===== src/hdl/rvSlice_consts.svh =====
//~~~~~~~~~~~~~~~~~~~~
// Widths, opcodes and function codes of the integer slice
// Included by the package, the RTL and the testbench
//~~~~~~~~~~~~~~~~~~~~
`ifndef RVSLICE_CONSTS_SVH
`define RVSLICE_CONSTS_SVH

// Data path and register file sizes
`define XLEN        32
`define REG_ADDR_W  5
`define NUM_REGS    32

// Accepted major opcodes
`define OP_RTYPE    7'b0110011
`define OP_ITYPE    7'b0010011
`define OP_LUI      7'b0110111

// funct3 codes shared by R-type and I-type
`define F3_ADD      3'b000
`define F3_SLL      3'b001
`define F3_SLT      3'b010
`define F3_XOR      3'b100
`define F3_SRL      3'b101
`define F3_OR       3'b110
`define F3_AND      3'b111

// funct7 bit 5 set means SUB instead of ADD
`define F7B5_SUB    1'b1

// ADDI x0, x0, 0
`define NOP_INSTR   32'h0000_0013

`endif


===== src/hdl/rvSlice_pkg.sv =====
//~~~~~~~~~~~~~~~~~~~~
// Instruction field layouts and ALU operation type
// Imported by the stages that decode or execute
//~~~~~~~~~~~~~~~~~~~~
`include "rvSlice_consts.svh"

package rvSlicePkg;

    // Register-register format
    typedef struct packed {
        logic [6:0]             funct7;
        logic [`REG_ADDR_W-1:0] rs2;
        logic [`REG_ADDR_W-1:0] rs1;
        logic [2:0]             funct3;
        logic [`REG_ADDR_W-1:0] rd;
        logic [6:0]             opcode;
    } rTypeFieldsT;

    // Register-immediate format
    typedef struct packed {
        logic [11:0]            imm;
        logic [`REG_ADDR_W-1:0] rs1;
        logic [2:0]             funct3;
        logic [`REG_ADDR_W-1:0] rd;
        logic [6:0]             opcode;
    } iTypeFieldsT;

    // Upper-immediate format
    typedef struct packed {
        logic [19:0]            imm;
        logic [`REG_ADDR_W-1:0] rd;
        logic [6:0]             opcode;
    } uTypeFieldsT;

    // One fetched word seen through each format
    typedef union packed {
        rTypeFieldsT      r;
        iTypeFieldsT      i;
        uTypeFieldsT      u;
        logic [`XLEN-1:0] raw;
    } instrWordU;

    // Nine operations need a fourth bit
    typedef enum logic [3:0] {
        ALU_ADD,
        ALU_SUB,
        ALU_AND,
        ALU_OR,
        ALU_XOR,
        ALU_SLT,
        ALU_SLL,
        ALU_SRL,
        ALU_PASSB
    } aluOpT;

endpackage


===== src/hdl/rvDecode.sv =====
//~~~~~~~~~~~~~~~~~~~~
// Decode stage of the slice: register file, immediates, ALU control
// Registers a decoded bundle for the execute stage every cycle
//~~~~~~~~~~~~~~~~~~~~
`timescale 1ns/10ps
`include "rvSlice_consts.svh"

module rvDecode import rvSlicePkg::*; (
    input  logic                   clk,
    input  logic                   reset,
    input  logic                   instrValid_i,
    input  logic [`XLEN-1:0]       instr_i,
    input  logic                   wbValid_i,
    input  logic [`REG_ADDR_W-1:0] wbRd_i,
    input  logic [`XLEN-1:0]       wbData_i,
    output logic                   decValid_o,
    output logic [`REG_ADDR_W-1:0] decRd_o,
    output logic [`REG_ADDR_W-1:0] decRs1_o,
    output logic [`REG_ADDR_W-1:0] decRs2_o,
    output logic [`XLEN-1:0]       decOpA_o,
    output logic [`XLEN-1:0]       decOpB_o,
    output logic [`XLEN-1:0]       decImm_o,
    output logic                   decUseImm_o,
    output aluOpT                  decAluOp_o,
    output logic                   decWrites_o
);

    instrWordU        instrW;
    logic [`XLEN-1:0] regFile [`NUM_REGS];
    logic [`XLEN-1:0] rs1Data;
    logic [`XLEN-1:0] rs2Data;
    logic [`XLEN-1:0] imm;
    logic             useImm;
    logic             isSupported;
    aluOpT            aluOp;

    assign instrW = instr_i;

    // Write-through so a same-cycle writeback is seen by the read
    assign rs1Data = (wbValid_i && wbRd_i == instrW.r.rs1) ? wbData_i : regFile[instrW.r.rs1];
    assign rs2Data = (wbValid_i && wbRd_i == instrW.r.rs2) ? wbData_i : regFile[instrW.r.rs2];

    always_ff @(posedge clk) begin
        if (reset) begin
            for (int i = 0; i < `NUM_REGS; i++) begin
                regFile[i] <= '0;
            end
        end else if (wbValid_i) begin
            regFile[wbRd_i] <= wbData_i;
        end
    end

    always_comb begin
        aluOp       = ALU_ADD;
        useImm      = 1'b0;
        isSupported = 1'b0;
        imm         = {{(`XLEN-12){instrW.i.imm[11]}}, instrW.i.imm};
        case (instrW.r.opcode)
            `OP_RTYPE: begin
                isSupported = 1'b1;
                case (instrW.r.funct3)
                    `F3_ADD: aluOp = (instrW.r.funct7[5] == `F7B5_SUB) ? ALU_SUB : ALU_ADD;
                    `F3_SLL: aluOp = ALU_SLL;
                    `F3_SLT: aluOp = ALU_SLT;
                    `F3_XOR: aluOp = ALU_XOR;
                    `F3_OR:  aluOp = ALU_OR;
                    `F3_AND: aluOp = ALU_AND;
                    `F3_SRL: begin
                        aluOp = ALU_SRL;
                        // SRA shares funct3, not supported
                        isSupported = (instrW.r.funct7[5] != `F7B5_SUB);
                    end
                    default: isSupported = 1'b0;
                endcase
            end
            `OP_ITYPE: begin
                isSupported = 1'b1;
                useImm      = 1'b1;
                case (instrW.i.funct3)
                    `F3_ADD: aluOp = ALU_ADD;
                    `F3_SLT: aluOp = ALU_SLT;
                    `F3_XOR: aluOp = ALU_XOR;
                    `F3_OR:  aluOp = ALU_OR;
                    `F3_AND: aluOp = ALU_AND;
                    default: isSupported = 1'b0;
                endcase
            end
            `OP_LUI: begin
                isSupported = 1'b1;
                useImm      = 1'b1;
                aluOp       = ALU_PASSB;
                imm         = {instrW.u.imm, {(`XLEN-20){1'b0}}};
            end
            default: isSupported = 1'b0;
        endcase
    end

    // Slot control, x0 destinations never write
    always_ff @(posedge clk) begin
        if (reset) begin
            decValid_o  <= 1'b0;
            decWrites_o <= 1'b0;
        end else begin
            decValid_o  <= instrValid_i && isSupported;
            decWrites_o <= instrValid_i && isSupported && (instrW.r.rd != '0);
        end
    end

    always_ff @(posedge clk) begin
        decRd_o     <= instrW.r.rd;
        decRs1_o    <= instrW.r.rs1;
        decRs2_o    <= instrW.r.rs2;
        decOpA_o    <= rs1Data;
        decOpB_o    <= rs2Data;
        decImm_o    <= imm;
        decUseImm_o <= useImm;
        decAluOp_o  <= aluOp;
    end

endmodule


===== src/hdl/rvExecute.sv =====
//~~~~~~~~~~~~~~~~~~~~
// Execute stage: operand forwarding and the ALU
// Registers the result bundle for the result stage
//~~~~~~~~~~~~~~~~~~~~
`timescale 1ns/10ps
`include "rvSlice_consts.svh"

module rvExecute import rvSlicePkg::*; (
    input  logic                   clk,
    input  logic                   reset,
    input  logic                   decValid_i,
    input  logic [`REG_ADDR_W-1:0] decRd_i,
    input  logic [`REG_ADDR_W-1:0] decRs1_i,
    input  logic [`REG_ADDR_W-1:0] decRs2_i,
    input  logic [`XLEN-1:0]       decOpA_i,
    input  logic [`XLEN-1:0]       decOpB_i,
    input  logic [`XLEN-1:0]       decImm_i,
    input  logic                   decUseImm_i,
    input  aluOpT                  decAluOp_i,
    input  logic                   decWrites_i,
    input  logic                   wbValid_i,
    input  logic [`REG_ADDR_W-1:0] wbRd_i,
    input  logic [`XLEN-1:0]       wbData_i,
    output logic                   exValid_o,
    output logic [`REG_ADDR_W-1:0] exRd_o,
    output logic [`XLEN-1:0]       exResult_o,
    output logic                   exWrites_o
);

    logic             exLive;
    logic [`XLEN-1:0] srcA;
    logic [`XLEN-1:0] regB;
    logic [`XLEN-1:0] srcB;
    logic [`XLEN-1:0] aluResult;
    logic [4:0]       shamt;

    // Own result register holds the instruction just ahead
    assign exLive = exValid_o && exWrites_o;

    // Newest producer wins, then writeback, then the decoded read
    always_comb begin
        if (exLive && exRd_o == decRs1_i) begin
            srcA = exResult_o;
        end else if (wbValid_i && wbRd_i == decRs1_i) begin
            srcA = wbData_i;
        end else begin
            srcA = decOpA_i;
        end

        if (exLive && exRd_o == decRs2_i) begin
            regB = exResult_o;
        end else if (wbValid_i && wbRd_i == decRs2_i) begin
            regB = wbData_i;
        end else begin
            regB = decOpB_i;
        end
    end

    assign srcB  = decUseImm_i ? decImm_i : regB;
    assign shamt = srcB[4:0];

    always_comb begin
        case (decAluOp_i)
            ALU_ADD:   aluResult = srcA + srcB;
            ALU_SUB:   aluResult = srcA - srcB;
            ALU_AND:   aluResult = srcA & srcB;
            ALU_OR:    aluResult = srcA | srcB;
            ALU_XOR:   aluResult = srcA ^ srcB;
            ALU_SLT:   aluResult = {{(`XLEN-1){1'b0}}, $signed(srcA) < $signed(srcB)};
            ALU_SLL:   aluResult = srcA << shamt;
            ALU_SRL:   aluResult = srcA >> shamt;
            ALU_PASSB: aluResult = srcB;
            default:   aluResult = '0;
        endcase
    end

    always_ff @(posedge clk) begin
        if (reset) begin
            exValid_o  <= 1'b0;
            exWrites_o <= 1'b0;
        end else begin
            exValid_o  <= decValid_i;
            exWrites_o <= decWrites_i;
        end
    end

    always_ff @(posedge clk) begin
        exRd_o     <= decRd_i;
        exResult_o <= aluResult;
    end

endmodule


===== src/hdl/rvResult.sv =====
//~~~~~~~~~~~~~~~~~~~~
// Result stage holding the writeback register
// Drives the register file write and the forwarding sources
//~~~~~~~~~~~~~~~~~~~~
`timescale 1ns/10ps
`include "rvSlice_consts.svh"

module rvResult (
    input  logic                   clk,
    input  logic                   reset,
    input  logic                   exValid_i,
    input  logic [`REG_ADDR_W-1:0] exRd_i,
    input  logic [`XLEN-1:0]       exResult_i,
    input  logic                   exWrites_i,
    output logic                   wbValid_o,
    output logic [`REG_ADDR_W-1:0] wbRd_o,
    output logic [`XLEN-1:0]       wbData_o
);

    logic wbEnable;

    // Only slots that really write a register count downstream
    assign wbEnable = exValid_i && exWrites_i;

    always_ff @(posedge clk) begin
        if (reset) begin
            wbValid_o <= 1'b0;
        end else begin
            wbValid_o <= wbEnable;
        end
    end

    // Payload keeps the last value on bubbles
    always_ff @(posedge clk) begin
        if (wbEnable) begin
            wbRd_o   <= exRd_i;
            wbData_o <= exResult_i;
        end
    end

endmodule


===== src/hdl/rvSliceTop.sv =====
//~~~~~~~~~~~~~~~~~~~~
// Top of the three-stage integer slice
// Instructions in, register writes out three cycles later
//~~~~~~~~~~~~~~~~~~~~
`timescale 1ns/10ps
`include "rvSlice_consts.svh"

module rvSliceTop import rvSlicePkg::*; (
    input  logic                   clk,
    input  logic                   reset,
    input  logic                   instrValid_i,
    input  logic [`XLEN-1:0]       instr_i,
    output logic                   wbValid_o,
    output logic [`REG_ADDR_W-1:0] wbRd_o,
    output logic [`XLEN-1:0]       wbData_o
);

    // Decode to execute
    logic                   decValid;
    logic [`REG_ADDR_W-1:0] decRd;
    logic [`REG_ADDR_W-1:0] decRs1;
    logic [`REG_ADDR_W-1:0] decRs2;
    logic [`XLEN-1:0]       decOpA;
    logic [`XLEN-1:0]       decOpB;
    logic [`XLEN-1:0]       decImm;
    logic                   decUseImm;
    aluOpT                  decAluOp;
    logic                   decWrites;

    // Execute to result
    logic                   exValid;
    logic [`REG_ADDR_W-1:0] exRd;
    logic [`XLEN-1:0]       exResult;
    logic                   exWrites;

    rvDecode decode_i (
        .clk(clk), .reset(reset),
        .instrValid_i(instrValid_i), .instr_i(instr_i),
        .wbValid_i(wbValid_o), .wbRd_i(wbRd_o), .wbData_i(wbData_o),
        .decValid_o(decValid), .decRd_o(decRd),
        .decRs1_o(decRs1), .decRs2_o(decRs2),
        .decOpA_o(decOpA), .decOpB_o(decOpB), .decImm_o(decImm),
        .decUseImm_o(decUseImm), .decAluOp_o(decAluOp), .decWrites_o(decWrites)
    );

    rvExecute execute_i (
        .clk(clk), .reset(reset),
        .decValid_i(decValid), .decRd_i(decRd),
        .decRs1_i(decRs1), .decRs2_i(decRs2),
        .decOpA_i(decOpA), .decOpB_i(decOpB), .decImm_i(decImm),
        .decUseImm_i(decUseImm), .decAluOp_i(decAluOp), .decWrites_i(decWrites),
        .wbValid_i(wbValid_o), .wbRd_i(wbRd_o), .wbData_i(wbData_o),
        .exValid_o(exValid), .exRd_o(exRd), .exResult_o(exResult), .exWrites_o(exWrites)
    );

    rvResult result_i (
        .clk(clk), .reset(reset),
        .exValid_i(exValid), .exRd_i(exRd), .exResult_i(exResult), .exWrites_i(exWrites),
        .wbValid_o(wbValid_o), .wbRd_o(wbRd_o), .wbData_o(wbData_o)
    );

endmodule


===== config.mk =====
export PLATFORM = sky130hd
export DESIGN_NAME = rvSliceTop
export DESIGN_NICKNAME = d
export VERILOG_FILES = /design/src/hdl/rvSlice_pkg.sv /design/src/hdl/rvDecode.sv /design/src/hdl/rvExecute.sv /design/src/hdl/rvResult.sv /design/src/hdl/rvSliceTop.sv
export VERILOG_INCLUDE_DIRS = /design/src /design/src/hdl
export SDC_FILE = /design/constraint.sdc
export NUM_CORES = 2
export LEC_CHECK = 0
export BUFFER_PORTS_ARGS = -buffer_cell sky130_fd_sc_hd__buf_2
export CAP_MARGIN = 20
export CORE_MARGIN = 2
export CORE_UTILIZATION = 57
export CTS_CLUSTER_DIAMETER = 40
export CTS_CLUSTER_SIZE = 10
export DETAILED_ROUTE_END_ITERATION = 12
export MAX_ROUTING_LAYER = met4
export PLACE_DENSITY_LB_ADDON = 0.3
export SLEW_MARGIN = 10
export SYNTH_ARGS = -nofsm -noshare
export SYNTH_HDL_FRONTEND = slang
export SYNTH_SLANG_ARGS = --single-unit

===== constraint.sdc =====
create_clock -name clk -period 7.1 [get_ports clk]
set_input_delay 0.355 -clock clk [delete_from_list [all_inputs] [get_ports clk]]
set_output_delay 0.355 -clock clk [all_outputs]
set_load 0.1 [all_outputs]

==> out/results.ini <==
[status]
status = completed

[drt]
avgViaCountPerCell = 7.10
ant_nets = 0
wirelength_um = 250000
drc = 0
first_iter_violations = 7372
vias = 49247
wl_per_cell_um = 36.1
first_pass_iters = 6

[synthesis]
synth.top_cells.by_count = edfxtp_1 (1061), and2_1 (1034), mux4_2 (640)
synth_edf_count = 1061
syn_avg_cell_area_um2 = 13.4
synth_top_cell_area_share = 0.456
syn-cell-area_um2 = 69900
ys_warn_count = 0
post-synth-top-area-cell = edfxtp_1
synthesis.nets = 5363
synthCells = 5229
ys_seq_area_frac = 0.501
async_flop_share = 0
synth_ff_type = edfxtp_1
ys_top_cells_by_area = edfxtp_1 (46%), mux4_2 (21%), and2_1 (9.3%)
post-synth-top-count-cell = edfxtp_1
ys_types = 98
ys_seq_elements = 1219

[critical_path]
crit_required_ps = 7790
crit_fanout = 16
worstSetupEndpointType = register
reg2reg_depth = 18
startpoint_type = register
worstSetupPathType = register to register
worst_setup_path_startpoint = result_i.wbRd_o[2]
cp.arrival_ps = 6830
rr_startpoint = result_i.wbRd_o[2]

[global_route]
grt_pass1_vias = 49774
grt_pass1_wl_um = 357000
overflow = 0
grt.total_usage = 0.414
grt_antenna_before_repair = 8
grt_max_degree = 103

[floorplan]
coreArea_um2 = 122000
rows = 128
io_pins = 73
die_w_um = 354
die_h_um = 354
fp.dieArea_um2 = 125000
initial_utilization = 0.574

[sta]
tns_ps = 0
tightest_slew_ps = 1110
fin_crit_sh = 0.865
finalHoldViolCount = 0
final_max_slew_viol_count = 0
timing.hold.ws_ps = 94.9
fin_crit_ps = 6140
skew_ps = 78.5
setup_violations = 0
relSlewSlack = 0.254
rsz0062_at_grt = no
fmax_mhz = 163

[final_layout]
stdcell_area_um2 = 78100
nets = 5317
fin_cells = 6936
drive_gt1_frac = 0.244
fillerInstances = 8785
area_growth_pct = 11.7

[worst_hold_path]
hp-start = instr_i[22]
hold_path.class = primary input to register
hold_path_depth = 1

[job]
max-cap-violations = 0

[power_and_ir_drop]
power_mw = 20.5
powerDensity_nw_per_um2 = 262
cellLeakagePower_nw = 28.4
vdd_drop_max_v = 0.000261

[clock_network]
htreeDepth = 4
cts_tree = yes
cts.sinks = 1219
cts.path.max_buffers = 3
cts_root_buf = clkbuf_16
numCtsBuffers = 173
post_cts_buffers = 0
clock_latency_ps = 830
ctsResizeCount = 0
cts-hold-fix-buffers = 27
clk_pin_slew_worst_paths_ps = 60

[placement]
portBuffers = 72
place_area_um2 = 72100
place_hpwl_um = 158000
gp_congestion = 1.07
place_inst = 6605

kinds of logic (layout without fill, tap and decap cells):
kind of cell             Yosys count  in the layout  synth area share
AO/OA/AOI/OAI                    751            751            0.0724
XOR/XNOR                          38             38           0.00498
adder cells (fa/ha/maj)           99             99            0.0179
buffers and inverters            612            686            0.0357
flip-flops                      1219           1219             0.501
multiplexers                     781            781             0.227
other                              0              8                 0
AND/OR/NAND/NOR                 1729           1729             0.141
sequential cells by signal (all words and copies together) (netlist names):
register	cells
decode_i.decAluOp_o	4
decode_i.decImm_o	32
decode_i.decOpA_o	32
decode_i.decOpB_o	32
decode_i.decRd_o	5
decode_i.decRs1_o	5
decode_i.decRs2_o	5
decode_i.decUseImm_o	1
decode_i.decValid_o	1
decode_i.decWrites_o	1
decode_i.regFile	1024
execute_i.exRd_o	5
execute_i.exResult_o	32
execute_i.exValid_o	1
execute_i.exWrites_o	1
result_i.wbData_o	32
result_i.wbRd_o	5
result_i.wbValid_o	1
power breakdown:
part,total [mW],internal (mW),switching (mW)
clock network,8.56,5.18,3.38
registers,8.47,8.16,0.311
logic,3.46,1.26,2.20
total,20.5,14.6,5.89
worst max-delay path, cell delays in order (launching register included):
cell       delay (ps)
edfxtp_1          580
xnor2_1           330
nand4_2           230
nor2_4            640
buf_4             340
mux2i_1           220
a211oi_1           90
a21oi_1           460
inv_1             120
ha_1              550
nand4_1           310
or3_1             440
a211o_1           330
a221o_1           400
o211ai_1          320
nand2_1           160
a21oi_1           170
o2bb2ai_1         170
o2111ai_1         150
cell type report:
type | instances | area (um2) | area share
timing repair buffer | 293 | 2250 | 0.0289
clock inverter | 71 | 1050 | 0.0134
sequential | 1219 | 35000 | 0.449
inverter | 98 | 374 | 0.00479
tap | 1625 | 2030 | 0.0260
antenna | 8 | 20.0 | 0.000256
multi-input combinational | 3398 | 32700 | 0.419
clock buffer | 224 | 4620 | 0.0592
stage by stage:
stage	utilization	worst slack, ps
2_1_floorplan	-	1450
3_3_place_gp	0.592	1280
3_5_place_dp	0.592	1070
4_1_cts	0.641	1080
5_1_grt	0.641	714
6_report	0.641	957
placed cells by master, fill, tap and decap left out, types with 22 or more instances in the layout:
cell type and instances:
o211ai_1 40, nand2_1 162, buf_2 64, ha_1 97
o221ai_1 22, a21o_1 41, nor3_1 61, mux4_2 640
edfxtp_1 1061, dlygate4sd3_1 27, a211oi_1 40, dfxtp_1 157
xnor2_1 27, mux2i_1 133, and2_1 1032, nor2_4 33
or2_2 36, inv_1 93, nor2_1 141, nand3_1 97
nor2b_1 35, a31oi_1 46, a21oi_1 143, o21ai_0 174
clkbuf_16 174, clkbuf_1 42, buf_4 187, nand4_1 42
a221oi_1 37, o31ai_1 34
final timing paths:
kind                                                 end  slack (ps)
worst max register to register  execute_i.exResult_o[29]         960
worst max-delay path            execute_i.exResult_o[29]         960
worst min register to register       execute_i.exRd_o[1]         330
worst min-delay path                decode_i.decRs2_o[2]          90
per-layer routing:
metal,vias up,global-route usage,wire [um],share of wire
li1,19963,-,-,-
met1,24842,0.518,87400,0.35
met2,3571,0.630,117000,0.47
met3,871,0.0948,29500,0.12
met4,0,0.231,16200,0.065
met5,-,-,0,0
Note: power is estimated with default switching activity, not from simulation.
